**config.mk**
```make
export PLATFORM = sky130hd
export DESIGN_NAME = wfd_top
export DESIGN_NICKNAME = d
export VERILOG_FILES = /design/src/hdl/wfd_pkg.sv /design/src/hdl/wfd_top.sv /design/src/hdl/event_builder.sv /design/src/hdl/channel_rx_arbiter.sv /design/src/hdl/trig_num_fifo.sv /design/src/hdl/trigger_manager.sv
export VERILOG_INCLUDE_DIRS = /design/src /design/src/hdl
export SDC_FILE = /design/constraint.sdc
export NUM_CORES = 1
export LEC_CHECK = 0
export BUFFER_PORTS_ARGS = -buffer_cell sky130_fd_sc_hd__buf_2
export CORE_ASPECT_RATIO = 1.25
export CORE_MARGIN = 2
export CORE_UTILIZATION = 57
export CTS_CLUSTER_SIZE = 8
export DETAILED_ROUTE_END_ITERATION = 16
export GPL_ROUTABILITY_DRIVEN = 0
export PLACE_DENSITY = 0.84
export SYNTH_ARGS = -nofsm -noshare
export SYNTH_HDL_FRONTEND = slang
export SYNTH_SLANG_ARGS = --single-unit
```
**constraint.sdc**
```tcl
create_clock -name clk -period 8.2 [get_ports clk]
set_clock_uncertainty 0.05 [all_clocks]
set_input_delay 1.64 -clock clk [delete_from_list [all_inputs] [get_ports clk]]
set_output_delay 1.64 -clock clk [all_outputs]
set_load 0.1 [all_outputs]
```
**src/hdl/wfd_params.svh**
```systemverilog
// shared sizes and word tags for the master FPGA trigger and readout path
`ifndef WFD_PARAMS_SVH
`define WFD_PARAMS_SVH

// channel side
`define WFD_NUM_CHAN    5       // channel FPGAs on the board
`define WFD_CHAN_W      32      // one channel stream word

// DAQ link side
`define WFD_DAQ_W       64      // one AMC13 link word
`define WFD_TRIG_NUM_W  24      // trigger number carried in header and trailer

// trigger number buffering between manager and builder
`define WFD_FIFO_DEPTH  4       // power of two

// tags in the top byte of header and trailer words
`define WFD_HDR_TAG     8'hA5
`define WFD_TRL_TAG     8'h5A

`endif
```
**src/hdl/wfd_pkg.sv**
```systemverilog
// types shared by the trigger and readout path of the master FPGA
`default_nettype none

`include "wfd_params.svh"

package wfd_pkg;

    typedef logic [`WFD_CHAN_W-1:0]     chan_word_t;  // one channel stream word
    typedef logic [`WFD_NUM_CHAN-1:0]   chan_mask_t;  // one bit per channel
    typedef logic [2:0]                 chan_idx_t;   // channel number 0..4
    typedef logic [`WFD_TRIG_NUM_W-1:0] trig_num_t;   // trigger number

    // first word of an event
    typedef struct packed {
        logic [7:0]  tag;       // WFD_HDR_TAG
        trig_num_t   trig_num;
        logic [31:0] zero;
    } daq_hdr_t;

    // last word of an event, count covers header and trailer too
    typedef struct packed {
        logic [7:0]  tag;       // WFD_TRL_TAG
        trig_num_t   trig_num;
        logic [11:0] zero;
        logic [19:0] word_cnt;
    } daq_trl_t;

    // the header / trailer strobes pick which view is meaningful
    typedef union packed {
        daq_hdr_t                hdr;
        daq_trl_t                trl;
        logic [`WFD_DAQ_W-1:0]   raw;   // data words
    } daq_word_t;

endpackage

`default_nettype wire

```
**src/hdl/wfd_top.sv**
```systemverilog
// master FPGA readout top: trigger manager, trigger number FIFO, rx arbiter, event builder
`timescale 1ns/1ps
`default_nettype none

`include "wfd_params.svh"

module wfd_top (
    input  logic                                        clk,
    input  logic                                        reset,
    input  logic                                        trigger,      // front panel trigger
    output wfd_pkg::chan_mask_t                         acq_trigs,    // to channel FPGAs
    input  wfd_pkg::chan_mask_t                         acq_dones,    // from channel FPGAs
    // channel data streams
    input  wfd_pkg::chan_mask_t                         c_rx_tvalid,
    input  wfd_pkg::chan_word_t [`WFD_NUM_CHAN-1:0]     c_rx_tdata,
    input  wfd_pkg::chan_mask_t                         c_rx_tlast,
    output wfd_pkg::chan_mask_t                         c_rx_tready,
    // AMC13 DAQ link
    output logic                                        daq_valid,
    output logic                                        daq_header,
    output logic                                        daq_trailer,
    output wfd_pkg::daq_word_t                          daq_data,
    input  logic                                        daq_ready
);

    import wfd_pkg::*;

    // manager to FIFO
    logic       tm_tn_valid, tm_tn_ready;
    trig_num_t  tm_tn_data;
    // FIFO to builder
    logic       eb_tn_valid, eb_tn_ready;
    trig_num_t  eb_tn_data;
    // arbiter to builder
    logic       m_valid, m_last, m_ready;
    chan_word_t m_data;

    trigger_manager i_tm (
        .clk(clk), .reset(reset),
        .trigger(trigger),
        .acq_dones(acq_dones),
        .tn_ready(tm_tn_ready),
        .acq_trigs(acq_trigs),
        .tn_valid(tm_tn_valid),
        .tn_data(tm_tn_data)
    );

    trig_num_fifo i_fifo (
        .clk(clk), .reset(reset),
        .s_valid(tm_tn_valid), .s_data(tm_tn_data), .s_ready(tm_tn_ready),
        .m_valid(eb_tn_valid), .m_data(eb_tn_data), .m_ready(eb_tn_ready)
    );

    channel_rx_arbiter i_arb (
        .clk(clk), .reset(reset),
        .c_rx_tvalid(c_rx_tvalid), .c_rx_tdata(c_rx_tdata),
        .c_rx_tlast(c_rx_tlast),   .c_rx_tready(c_rx_tready),
        .m_valid(m_valid), .m_data(m_data), .m_last(m_last), .m_ready(m_ready)
    );

    event_builder i_eb (
        .clk(clk), .reset(reset),
        .tn_valid(eb_tn_valid), .tn_data(eb_tn_data), .tn_ready(eb_tn_ready),
        .m_valid(m_valid), .m_data(m_data), .m_last(m_last), .m_ready(m_ready),
        .daq_valid(daq_valid), .daq_header(daq_header), .daq_trailer(daq_trailer),
        .daq_data(daq_data), .daq_ready(daq_ready)
    );

endmodule

`default_nettype wire

```
**src/hdl/event_builder.sv**
```systemverilog
// event builder: one trigger number plus one packet per channel into DAQ link words
`timescale 1ns/1ps
`default_nettype none

`include "wfd_params.svh"

module event_builder (
    input  logic                  clk,
    input  logic                  reset,
    // trigger numbers
    input  logic                  tn_valid,
    input  wfd_pkg::trig_num_t    tn_data,
    output logic                  tn_ready,
    // merged channel stream
    input  logic                  m_valid,
    input  wfd_pkg::chan_word_t   m_data,
    input  logic                  m_last,
    output logic                  m_ready,
    // AMC13 DAQ link
    output logic                  daq_valid,
    output logic                  daq_header,
    output logic                  daq_trailer,
    output wfd_pkg::daq_word_t    daq_data,
    input  logic                  daq_ready
);

    import wfd_pkg::*;

    typedef enum logic [1:0] {
        EB_IDLE,     // pop a trigger number
        EB_HEADER,   // place the header word
        EB_GATHER,   // pack channel packets
        EB_TRAILER   // place the trailer word
    } eb_state_t;

    eb_state_t   state;
    trig_num_t   trig_num_q;   // number of the event being built
    chan_word_t  half_q;       // upper half waiting for its partner
    logic        half_valid;
    chan_idx_t   pkt_cnt;      // packets finished in this event
    logic [19:0] word_cnt;     // link words placed so far, header included
    logic        out_free;     // output register can take a word this cycle
    logic        m_xfer;
    logic        hdr_load;
    logic        pair_emit;
    logic        trl_load;
    logic        emit;
    daq_word_t   next_word;

    //////////////////////////////
    // handshakes
    assign out_free  = !daq_valid || daq_ready;
    assign tn_ready  = (state == EB_IDLE);
    assign m_ready   = (state == EB_GATHER) && out_free;   // stalls with the link
    assign m_xfer    = m_valid && m_ready;
    assign hdr_load  = (state == EB_HEADER) && out_free;
    assign pair_emit = m_xfer && (half_valid || m_last);   // full pair or odd tail
    assign trl_load  = (state == EB_TRAILER) && out_free;
    assign emit      = hdr_load || pair_emit || trl_load;

    // next link word, one of the three views
    always_comb begin
        next_word = '0;
        if (hdr_load) begin
            next_word.hdr.tag      = `WFD_HDR_TAG;
            next_word.hdr.trig_num = trig_num_q;
        end else if (trl_load) begin
            next_word.trl.tag      = `WFD_TRL_TAG;
            next_word.trl.trig_num = trig_num_q;
            next_word.trl.word_cnt = word_cnt + 1'b1;  // counts itself
        end else if (half_valid) begin
            next_word.raw = {half_q, m_data};            // first word on top
        end else begin
            next_word.raw = {m_data, {`WFD_CHAN_W{1'b0}}}; // lone last word, zero pad
        end
    end

    //////////////////////////////
    // payload
    always_ff @(posedge clk) begin
        if (emit) begin
            daq_data <= next_word;
        end
        if (m_xfer && !half_valid && !m_last) begin
            half_q <= m_data;
        end
        if (tn_valid && tn_ready) begin
            trig_num_q <= tn_data;
        end
    end

    //////////////////////////////
    // control
    always_ff @(posedge clk) begin
        if (reset) begin
            state       <= EB_IDLE;
            half_valid  <= 1'b0;
            pkt_cnt     <= '0;
            word_cnt    <= '0;
            daq_valid   <= 1'b0;
            daq_header  <= 1'b0;
            daq_trailer <= 1'b0;
        end else begin
            // word taken by the link, slot empties unless refilled below
            if (daq_valid && daq_ready) begin
                daq_valid   <= 1'b0;
                daq_header  <= 1'b0;
                daq_trailer <= 1'b0;
            end
            if (emit) begin
                daq_valid   <= 1'b1;
                daq_header  <= hdr_load;
                daq_trailer <= trl_load;
            end
            if (m_xfer) begin
                half_valid <= !half_valid && !m_last;   // pair resets at packet end
            end
            case (state)
                EB_IDLE: begin
                    if (tn_valid) begin
                        state <= EB_HEADER;
                    end
                end
                EB_HEADER: begin
                    if (hdr_load) begin
                        state    <= EB_GATHER;
                        word_cnt <= 20'd1;
                        pkt_cnt  <= '0;
                    end
                end
                EB_GATHER: begin
                    if (pair_emit) word_cnt <= word_cnt + 1'b1;
                    if (m_xfer && m_last) begin
                        pkt_cnt <= pkt_cnt + 1'b1;
                        if (pkt_cnt == chan_idx_t'(`WFD_NUM_CHAN - 1)) begin
                            state <= EB_TRAILER;   // every channel delivered
                        end
                    end
                end
                EB_TRAILER: begin
                    if (trl_load) begin
                        state <= EB_IDLE;
                    end
                end
                default: state <= EB_IDLE;
            endcase
        end
    end

endmodule

`default_nettype wire

```
**src/hdl/channel_rx_arbiter.sv**
```systemverilog
// round-robin merge of the channel streams, grant held for a whole packet
`timescale 1ns/1ps
`default_nettype none

`include "wfd_params.svh"

module channel_rx_arbiter (
    input  logic                                        clk,
    input  logic                                        reset,
    input  wfd_pkg::chan_mask_t                         c_rx_tvalid,
    input  wfd_pkg::chan_word_t [`WFD_NUM_CHAN-1:0]     c_rx_tdata,
    input  wfd_pkg::chan_mask_t                         c_rx_tlast,
    output wfd_pkg::chan_mask_t                         c_rx_tready,  // only granted channel
    output logic                                        m_valid,
    output wfd_pkg::chan_word_t                         m_data,
    output logic                                        m_last,
    input  logic                                        m_ready
);

    import wfd_pkg::*;

    chan_idx_t  ptr;         // search starts here
    chan_idx_t  grant_q;     // locked channel
    logic       locked;      // packet in progress
    chan_idx_t  search_idx;
    chan_idx_t  cur_idx;
    logic       m_xfer;

    // wrap to channel 0 after the last one
    function automatic chan_idx_t next_chan(input chan_idx_t c);
        return (c == chan_idx_t'(`WFD_NUM_CHAN - 1)) ? '0 : c + 1'b1;
    endfunction

    //////////////////////////////
    // round-robin search
    always_comb begin
        int k;
        search_idx = ptr;   // nobody valid, harmless default
        // walk down so the closest valid channel at or after ptr wins
        for (int i = `WFD_NUM_CHAN - 1; i >= 0; i--) begin
            k = int'(ptr) + i;
            if (k >= `WFD_NUM_CHAN) k = k - `WFD_NUM_CHAN;
            if (c_rx_tvalid[k]) search_idx = chan_idx_t'(k);
        end
    end

    //////////////////////////////
    // steering
    assign cur_idx = locked ? grant_q : search_idx;
    assign m_valid = c_rx_tvalid[cur_idx];
    assign m_data  = c_rx_tdata[cur_idx];
    assign m_last  = c_rx_tlast[cur_idx];
    assign m_xfer  = m_valid && m_ready;

    always_comb begin
        c_rx_tready = '0;
        if (m_ready && (locked || (|c_rx_tvalid))) begin
            c_rx_tready[cur_idx] = 1'b1;   // ready goes back to the chosen source only
        end
    end

    // grant is taken as soon as a channel shows valid, so the merged
    // stream never switches source under a pending word
    always_ff @(posedge clk) begin
        if (reset) begin
            ptr     <= '0;
            grant_q <= '0;
            locked  <= 1'b0;
        end else if (m_xfer && m_last) begin
            locked <= 1'b0;
            ptr    <= next_chan(cur_idx);   // packet done, move on
        end else if (!locked && m_valid) begin
            locked  <= 1'b1;
            grant_q <= cur_idx;
        end
    end

endmodule

`default_nettype wire

```
**src/hdl/trig_num_fifo.sv**
```systemverilog
// small synchronous FIFO holding trigger numbers between the manager and the builder
`timescale 1ns/1ps
`default_nettype none

`include "wfd_params.svh"

module trig_num_fifo #(
    parameter int DEPTH = `WFD_FIFO_DEPTH   // power of two
) (
    input  logic                 clk,
    input  logic                 reset,
    input  logic                 s_valid,
    input  wfd_pkg::trig_num_t   s_data,
    output logic                 s_ready,   // low when full
    output logic                 m_valid,   // low when empty
    input  logic                 m_ready,
    output wfd_pkg::trig_num_t   m_data
);

    import wfd_pkg::*;

    localparam int AW = (DEPTH > 1) ? $clog2(DEPTH) : 1;

    trig_num_t      mem [DEPTH];
    logic [AW-1:0]  wr_ptr;
    logic [AW-1:0]  rd_ptr;
    logic [AW:0]    count;     // occupancy, 0..DEPTH
    logic           push;
    logic           pop;

    assign s_ready = (count != (AW+1)'(DEPTH));
    assign m_valid = (count != '0);
    assign m_data  = mem[rd_ptr];   // head entry, visible the cycle after write
    assign push    = s_valid && s_ready;
    assign pop     = m_valid && m_ready;

    // storage
    always_ff @(posedge clk) begin
        if (push) begin
            mem[wr_ptr] <= s_data;
        end
    end

    // pointers wrap naturally, depth is a power of two
    always_ff @(posedge clk) begin
        if (reset) begin
            wr_ptr <= '0;
            rd_ptr <= '0;
            count  <= '0;
        end else begin
            if (push) wr_ptr <= wr_ptr + 1'b1;
            if (pop)  rd_ptr <= rd_ptr + 1'b1;
            case ({push, pop})
                2'b10:   count <= count + 1'b1;
                2'b01:   count <= count - 1'b1;
                default: count <= count;    // both or neither
            endcase
        end
    end

endmodule

`default_nettype wire

```
**src/hdl/trigger_manager.sv**
```systemverilog
// trigger manager: fans triggers out to the channels, collects dones, numbers triggers
`timescale 1ns/1ps
`default_nettype none

`include "wfd_params.svh"

module trigger_manager (
    input  logic                  clk,
    input  logic                  reset,
    input  logic                  trigger,     // accepted only while idle
    input  wfd_pkg::chan_mask_t   acq_dones,   // done pulses from the channels
    input  logic                  tn_ready,    // trigger number FIFO has room
    output wfd_pkg::chan_mask_t   acq_trigs,   // one cycle go to every channel
    output logic                  tn_valid,
    output wfd_pkg::trig_num_t    tn_data
);

    import wfd_pkg::*;

    typedef enum logic [1:0] {
        TM_IDLE,    // waiting for a trigger
        TM_WAIT,    // channels acquiring, gathering dones
        TM_PUSH     // offering the trigger number to the FIFO
    } tm_state_t;

    tm_state_t  state;
    chan_mask_t done_mask;   // dones seen so far for this trigger
    logic       accept;
    logic       all_done;

    assign accept   = (state == TM_IDLE) && trigger;
    assign all_done = &(done_mask | acq_dones);    // a pulse this cycle counts too
    assign tn_valid = (state == TM_PUSH);           // held until the FIFO takes it

    //////////////////////////////
    // control
    always_ff @(posedge clk) begin
        if (reset) begin
            state     <= TM_IDLE;
            acq_trigs <= '0;
            done_mask <= '0;
            tn_data   <= '0;    // first accepted trigger becomes number 1
        end else begin
            acq_trigs <= accept ? '1 : '0;  // single cycle pulse after the trigger
            case (state)
                TM_IDLE: begin
                    if (accept) begin
                        state     <= TM_WAIT;
                        done_mask <= '0;
                        tn_data   <= tn_data + 1'b1;
                    end
                end
                TM_WAIT: begin
                    done_mask <= done_mask | acq_dones;  // latch each pulse
                    if (all_done) begin
                        state <= TM_PUSH;
                    end
                end
                TM_PUSH: begin
                    // triggers stay ignored until the number is in the FIFO
                    if (tn_ready) begin
                        state <= TM_IDLE;
                    end
                end
                default: state <= TM_IDLE;
            endcase
        end
    end

endmodule

`default_nettype wire

```
==> results of run 1 <==
[routing by layer]
metal	up-vias	track usage (%)	wire length, um
met1	5483	34.14	14390
met3	123	4.950	2984
met4	0	13.54	1734
met5	-	0	0
met2	616	49.83	19950
li1	5164	-	-
[kinds of logic (layout without fill, tap and decap cells)]
logic type                 Yosys count  in the layout  synth area share (%)
xor gates and xnor gates            40             40                 2.388
AOI/OAI and AO/OA                  270            270                 13.01
muxes                              134            134                 11.58
DFF                                291            291                 54.45
adders and majority gates           27             27                 2.405
and+or+nand+nor                    370            370                 12.49
buffers and inverters              119            387                 3.676
[stage by stage]
stage	instances	setup slack, ps	power [uW]
final	1854	825.1	6472
after floorplan	1251	578.6	4278
after detailed placement	1779	1394	4829
after global placement	1779	1589	4774
after CTS	1854	821.8	6464
after global routing	1854	366.9	6701
[layout make-up]
class	instances	area [sq um]
fill	1751	7898
clock inverter	4	86.33
multi-input combinational	841	6180
tap	335	419.2
clock buffer	71	1160
inverter	38	142.6
timing repair buffer	274	1419
sequential	291	7989
[synthesized netlist by cell type, drive strengths merged (31+ instances only)]
cell type    n  area share [%]
o22ai       31             1.4
nand2       99             2.5
mux2i       82             5.6
a21oi       38             1.4
nand3       34             1.2
edfxtp     216              44
buf         32             1.4
a22oi       40             2.1
clkbuf      49             1.3
dfxtp       75              10
nor2       101             2.6
o21ai       57             2.0
inv         38            0.97
[sequential cells by signal, summed over array words and instances (netlist names), 2 cells and up]
register         cells
i_fifo.mem          96
i_eb.daq_data       64
i_eb.half_q         32
i_eb.trig_num_q     24
i_tm.tn_data        24
i_eb.word_cnt       20
i_tm.done_mask       5
i_arb.grant_q        3
i_arb.ptr            3
i_eb.pkt_cnt         3
i_fifo.count         3
i_eb.state           2
i_fifo.rd_ptr        2
i_fifo.wr_ptr        2
i_tm.state           2
[worst max path at each step]
stage | end | slack [ps] | depth (start not counted)
after global routing | c_rx_tready[0] | 370 | 12
after detailed placement | c_rx_tready[0] | 1390 | 11
final | c_rx_tready[0] | 830 | 12
after CTS | c_rx_tready[0] | 820 | 12
after floorplan | c_rx_tready[2] | 580 | 11
after global placement | c_rx_tready[0] | 1590 | 11
[report_power, final]
part           internal [uW]  switching (uW)
clock network            969             643
logic                    645            2130
registers               1970             113
total                   3590            2880
[layout by cell type, fill, tap and decap left out, types with 16 or more instances in the layout]
master and n:
nor2_1 101, inv_1 36, clkbuf_16 42, nand2_1 98
a21oi_1 36, mux2_2 26, buf_4 19, ha_1 25
a22oi_1 39, o22ai_1 30, o21ai_0 48, edfxtp_1 216
a21o_1 20, clkbuf_1 29, nand3_1 34, xor2_1 24
buf_2 255, mux2i_1 82, xnor2_1 16, nand2b_1 22
mux4_2 26, dfxtp_1 74
==> results.yml, run 1 <==
timing:
  setup_viol: 0
  hold_ws_ps: 431.4
  slew_violations: 0
  period_needed_ps: 7375
  worst_pin_slew_ps: 1146
  slew_headroom_pct: 23.28
  fmax_ghz: 0.1356
  finalSetupTns_ps: 0
  hold_viol: 0
  rsz0062_at_grt: "false"
  period_share_pct: 89.94
clock_network:
  cts_tree: "yes"
  cts_made_buffers: 42
  worstSkewPairLatency_ps: 540
  cts_sinks: 291
  root_buffer: "clkbuf_16"
  cts_hold_buf: 0
  post_cts_buffers: 0
  cts_buffer_depth: 3
  postCtsResizedCells: 0
  cts_max_level: 2
  cts.clk_slew.worst_paths_ps: 50
critical_path:
  required_ps: 6510
  crit_arrival_ps: 5680
  cp_slowest_cell: "a211oi_4"
  critPathKind: "reg -> out"
  timing.rr.end: "i_eb.daq_data[42]"
  critPathBufInv: 3
  endpoint_kind: "output pin"
  setup.worst_path.start_class: "flop"
  cp_slowest_stage_delay_ps: 870
  worstRegToRegCells: 14
  cp_max_fo: 20
  path_delay_family: "compound AO/OA/AOI/OAI gates"
  crit_chain: "inv_1, ha_1, inv_2, mux2i_1, nor2b_1, a22oi_2, a21boi_1, a311oi_1, a211oi_4, nand2_1, nor2_1, buf_2"
  rr_startpoint: "i_arb.ptr[1]"
  rrSetupSlack_ps: 1500
  setup.worst_path.start: "i_arb.ptr[1]"
yosys:
  synth_seq_cells: 291
  syn_area_sq_mm: 0.01467
  synth_nets: 1457
  ys_warn_count: 0
  yosysSeqAreaShare_pct: 54.45
  synth-async-reset-ratio_pct: 0
  synthCells: 1251
  ys_types: 85
  synth_area_per_cell_sq_um: 11.73
  synth-edff-count: 216
  synthFlopType: "edfxtp_1"
final_layout:
  drive_gt1_share_pct: 26.93
  layout.core_utilization_pct: 68.78
  diodes: 0
  finish.instance_area_sq_mm: 0.01740
  areaGrowthSynthToFinish_pct: 18.58
  nets: 1694
die:
  core_sq_mm: 0.02529
  die_h_um: 183.4
  rows: 65
  die_w_um: 147.5
  dieArea_sq_mm: 0.02704
  initial_core_util_pct: 58.00
  io_pins: 256
detailed_routing:
  drtPass1Iterations: 6
  wl_per_cell_um: 21.07
  wl_um: 39060
  via_count: 11386
  ant_nets: 0
  drt_iter0_markers: 1213
  vias_per_cell: 6.141
  drc: 0
placement:
  dpl_cell_area_sq_mm: 0.01615
  port_buffers: 255
  dp_hpwl_um: 25590
power_and_ir_drop:
  p_leak_uw: 0.006696
  power.ir.vdd_worst_mv: 0.2500
  power.density_mw_per_mm2: 372.1
outcome:
  outcome: "finished, final reports clean"
hold_path:
  worstHoldStart: "i_eb.word_cnt[19]"
  hp-class: "reg -> reg"
  min_to: "i_eb.word_cnt[19]"
  whs_path_depth: 1
global_route:
  grt_pass1_wl_um: 60320
  grt_start_max_net_pins: 58
  grt_pass1_vias: 11322
  overflow: 0
  antenna_found_initial: 0
  grt_util_all_layers_pct: 28.44
flow_run:
  drv_cap: 0
Note: power is estimated with default switching activity, not from simulation.
==> run 2, diff against run 1 <==
==> constraint.sdc (replaced) <==
create_clock -name clk -period 8.2 [get_ports clk]
set_clock_uncertainty 0.05 [all_clocks]
set_input_delay 1.64 -clock clk [delete_from_list [all_inputs] [get_ports clk]]
set_output_delay 1.64 -clock clk [all_outputs]
set_load 0.005 [all_outputs]
==> run 2 against run 1 <==
Hold slack improved by 2.6 ps; die area stayed put; non-clock buffer count down 2; worst setup slack improved by 260 ps; via count increased by 1.0%; utilization shrank 0.099 points; sequential cell count is the same; maximum frequency increased by 3.7%; combinational power is 36% lower; cell count is essentially flat.
==> results.yml, run 2 (synthesis gave the netlist of run 1 again) <==
outcome:
  outcome: "finished, final reports clean"
final_layout:
  finish.instance_area_sq_mm: 0.01737
  final_cell_mix: "255 x buf_2, 216 x edfxtp_1, 101 x nor2_1"
  top_regs: "i_fifo.mem: 96 flops, i_eb.daq_data: 64 flops, i_eb.half_q: 32 flops"
  diodes: 0
  fill_cells: 1776
  areaGrowthSynthToFinish_pct: 18.41
  largest_register_ffs: 96
  drive_gt1_share_pct: 26.75
  final_common_cell: "buf_2"
  nets: 1692
  largest-register: "i_fifo.mem"
timing:
  finalSetupTns_ps: 0
  period_needed_ps: 7114
  slew_headroom_pct: 14.51
  hold_viol: 0
  setup_viol: 0
  slew_violations: 0
  worst_pin_slew_ps: 1279
  period_share_pct: 86.75
  fmax_ghz: 0.1406
  rsz0062_at_grt: "false"
detailed_routing:
  wl_per_cell_um: 22.02
  wl_um: 40790
  drtPass1Iterations: 5
  vias_per_cell: 6.207
  drt_iter0_markers: 1152
  via_count: 11502
  ant_nets: 0
  drc: 0
placement:
  dpl_cell_area_sq_mm: 0.01612
  port_buffers: 255
  dp_hpwl_um: 27050
critical_path:
  cp_max_fo: 17
  cp_slowest_cell: "dfxtp_1"
  setup.worst_path.start: "i_arb.ptr[1]"
  critPathBufInv: 2
  critPathMostFrequentCell: "ha_1"
  crit_arrival_ps: 5420
  crit_end: "c_rx_tready[0]"
  cp_slowest_stage_delay_ps: 740
  timing.rr.end: "i_eb.daq_data[0]"
  endpoint_kind: "output pin"
  path_delay_family: "compound AO/OA/AOI/OAI gates"
  critPathKind: "reg -> out"
  required_ps: 6510
  crit_cells: 13
  rr_startpoint: "i_arb.ptr[1]"
  crit_chain: "inv_1, ha_1, ha_1, a21boi_0, o311ai_0, a32oi_1, a21oi_1, o21ai_0, a2111oi_4, a211oi_4, nand2_1, nor2_1, buf_2"
  rrSetupSlack_ps: 1180
  worstRegToRegCells: 15
  setup.worst_path.start_class: "flop"
global_route:
  overflow: 0
  grt_pass1_wl_um: 62670
  grt_util_all_layers_pct: 29.71
  antenna_found_initial: 1
  grt_start_max_net_pins: 61
  grt_pass1_vias: 11466
clock_network:
  cts_hold_buf: 0
  cts_max_level: 2
  cts_buffer_depth: 3
  cts_made_buffers: 42
  worstSkewPairLatency_ps: 540
  cts_sinks: 291
  root_buffer: "clkbuf_16"
  cts.clk_slew.worst_paths_ps: 50
  post_cts_buffers: 0
  postCtsResizedCells: 0
  cts_tree: "yes"
power_and_ir_drop:
  p_leak_uw: 0.006687
  power.density_mw_per_mm2: 316.1
  power.ir.vdd_worst_mv: 0.2081
die:
  initial_core_util_pct: 58.00
  rows: 65
  die_h_um: 183.4
  dieArea_sq_mm: 0.02704
  io_pins: 256
  core_sq_mm: 0.02529
  die_w_um: 147.5
hold_path:
  hp-class: "reg -> reg"
flow_run:
  drv_cap: 0
==> run 2: changes by cell type in the layout (fill, tap and decap cells not counted), sizes merged <==
cell | before | now
buf | 274 | 272
clkbuf | 71 | 72
==> run 2: report_power, final <==
part	internal, uW	switching, uW
sequential	1980	147
clock	971	637
combinational	639	1120
total	3590	1900
==> run 2: per-layer routing <==
metal  share of wire, %  wire, um  up-vias  GRT usage [%]
met5              0.032        13        -              0
li1                   -         -     5162              -
met2                 50     20470      689          51.42
met4                3.9      1611        2          12.08
met3                 10      4122      127          7.189
met1                 36     14570     5522          35.77
==> run 2: worst min path at each step <==
| stage | to | slack (ps) | cells after the start | startpoint |
|---|---|---|---|---|
| after floorplan | i_eb.word_cnt[19] | 400 | 1 | i_eb.word_cnt[19] |
| after global placement | i_eb.word_cnt[19] | 420 | 1 | i_eb.word_cnt[19] |
| after detailed placement | i_eb.word_cnt[19] | 420 | 1 | i_eb.word_cnt[19] |
| after CTS | i_eb.word_cnt[19] | 430 | 1 | i_eb.word_cnt[19] |
| after global routing | i_eb.word_cnt[19] | 440 | 1 | i_eb.word_cnt[19] |
| final | i_eb.word_cnt[19] | 430 | 1 | i_eb.word_cnt[19] |
==> run 2: cell type report <==
cell class	instances	area (sq um)	share of cell area, %
clock buffers	72	1164	6.699
clock inverters	4	86.33	0.4970
inverters	38	142.6	0.8211
multi-input cells	841	6166	35.50
flip-flops and latches	291	7989	45.99
well taps	335	419.2	2.413
repair buffers	272	1404	8.082
==> run 2: stage by stage <==
stage	total power, uW	cells	util (%)	setup WS [ps]	hold slack (ps)
after floorplan	3255	1251	-	1266	402.9
after global placement	3794	1777	63.73	1422	417.0
after detailed placement	3843	1777	63.73	1259	422.9
after CTS	5465	1853	68.68	1167	433.9
after global routing	5714	1853	68.68	749.7	444.2
final	5490	1853	68.68	1086	434.0
==> run 2: worst reg2reg max path, stage by stage, from the launching register on <==
cell	delay [ps]
dfxtp_1	740
inv_1	290
ha_1	320
ha_1	450
a21boi_0	400
o311ai_0	220
a32oi_1	310
a21oi_1	180
o21a_1	210
nor3_1	440
o21a_1	570
mux2i_1	410
o211ai_4	230
o2111ai_1	520
nand2_2	810
buf_4	600
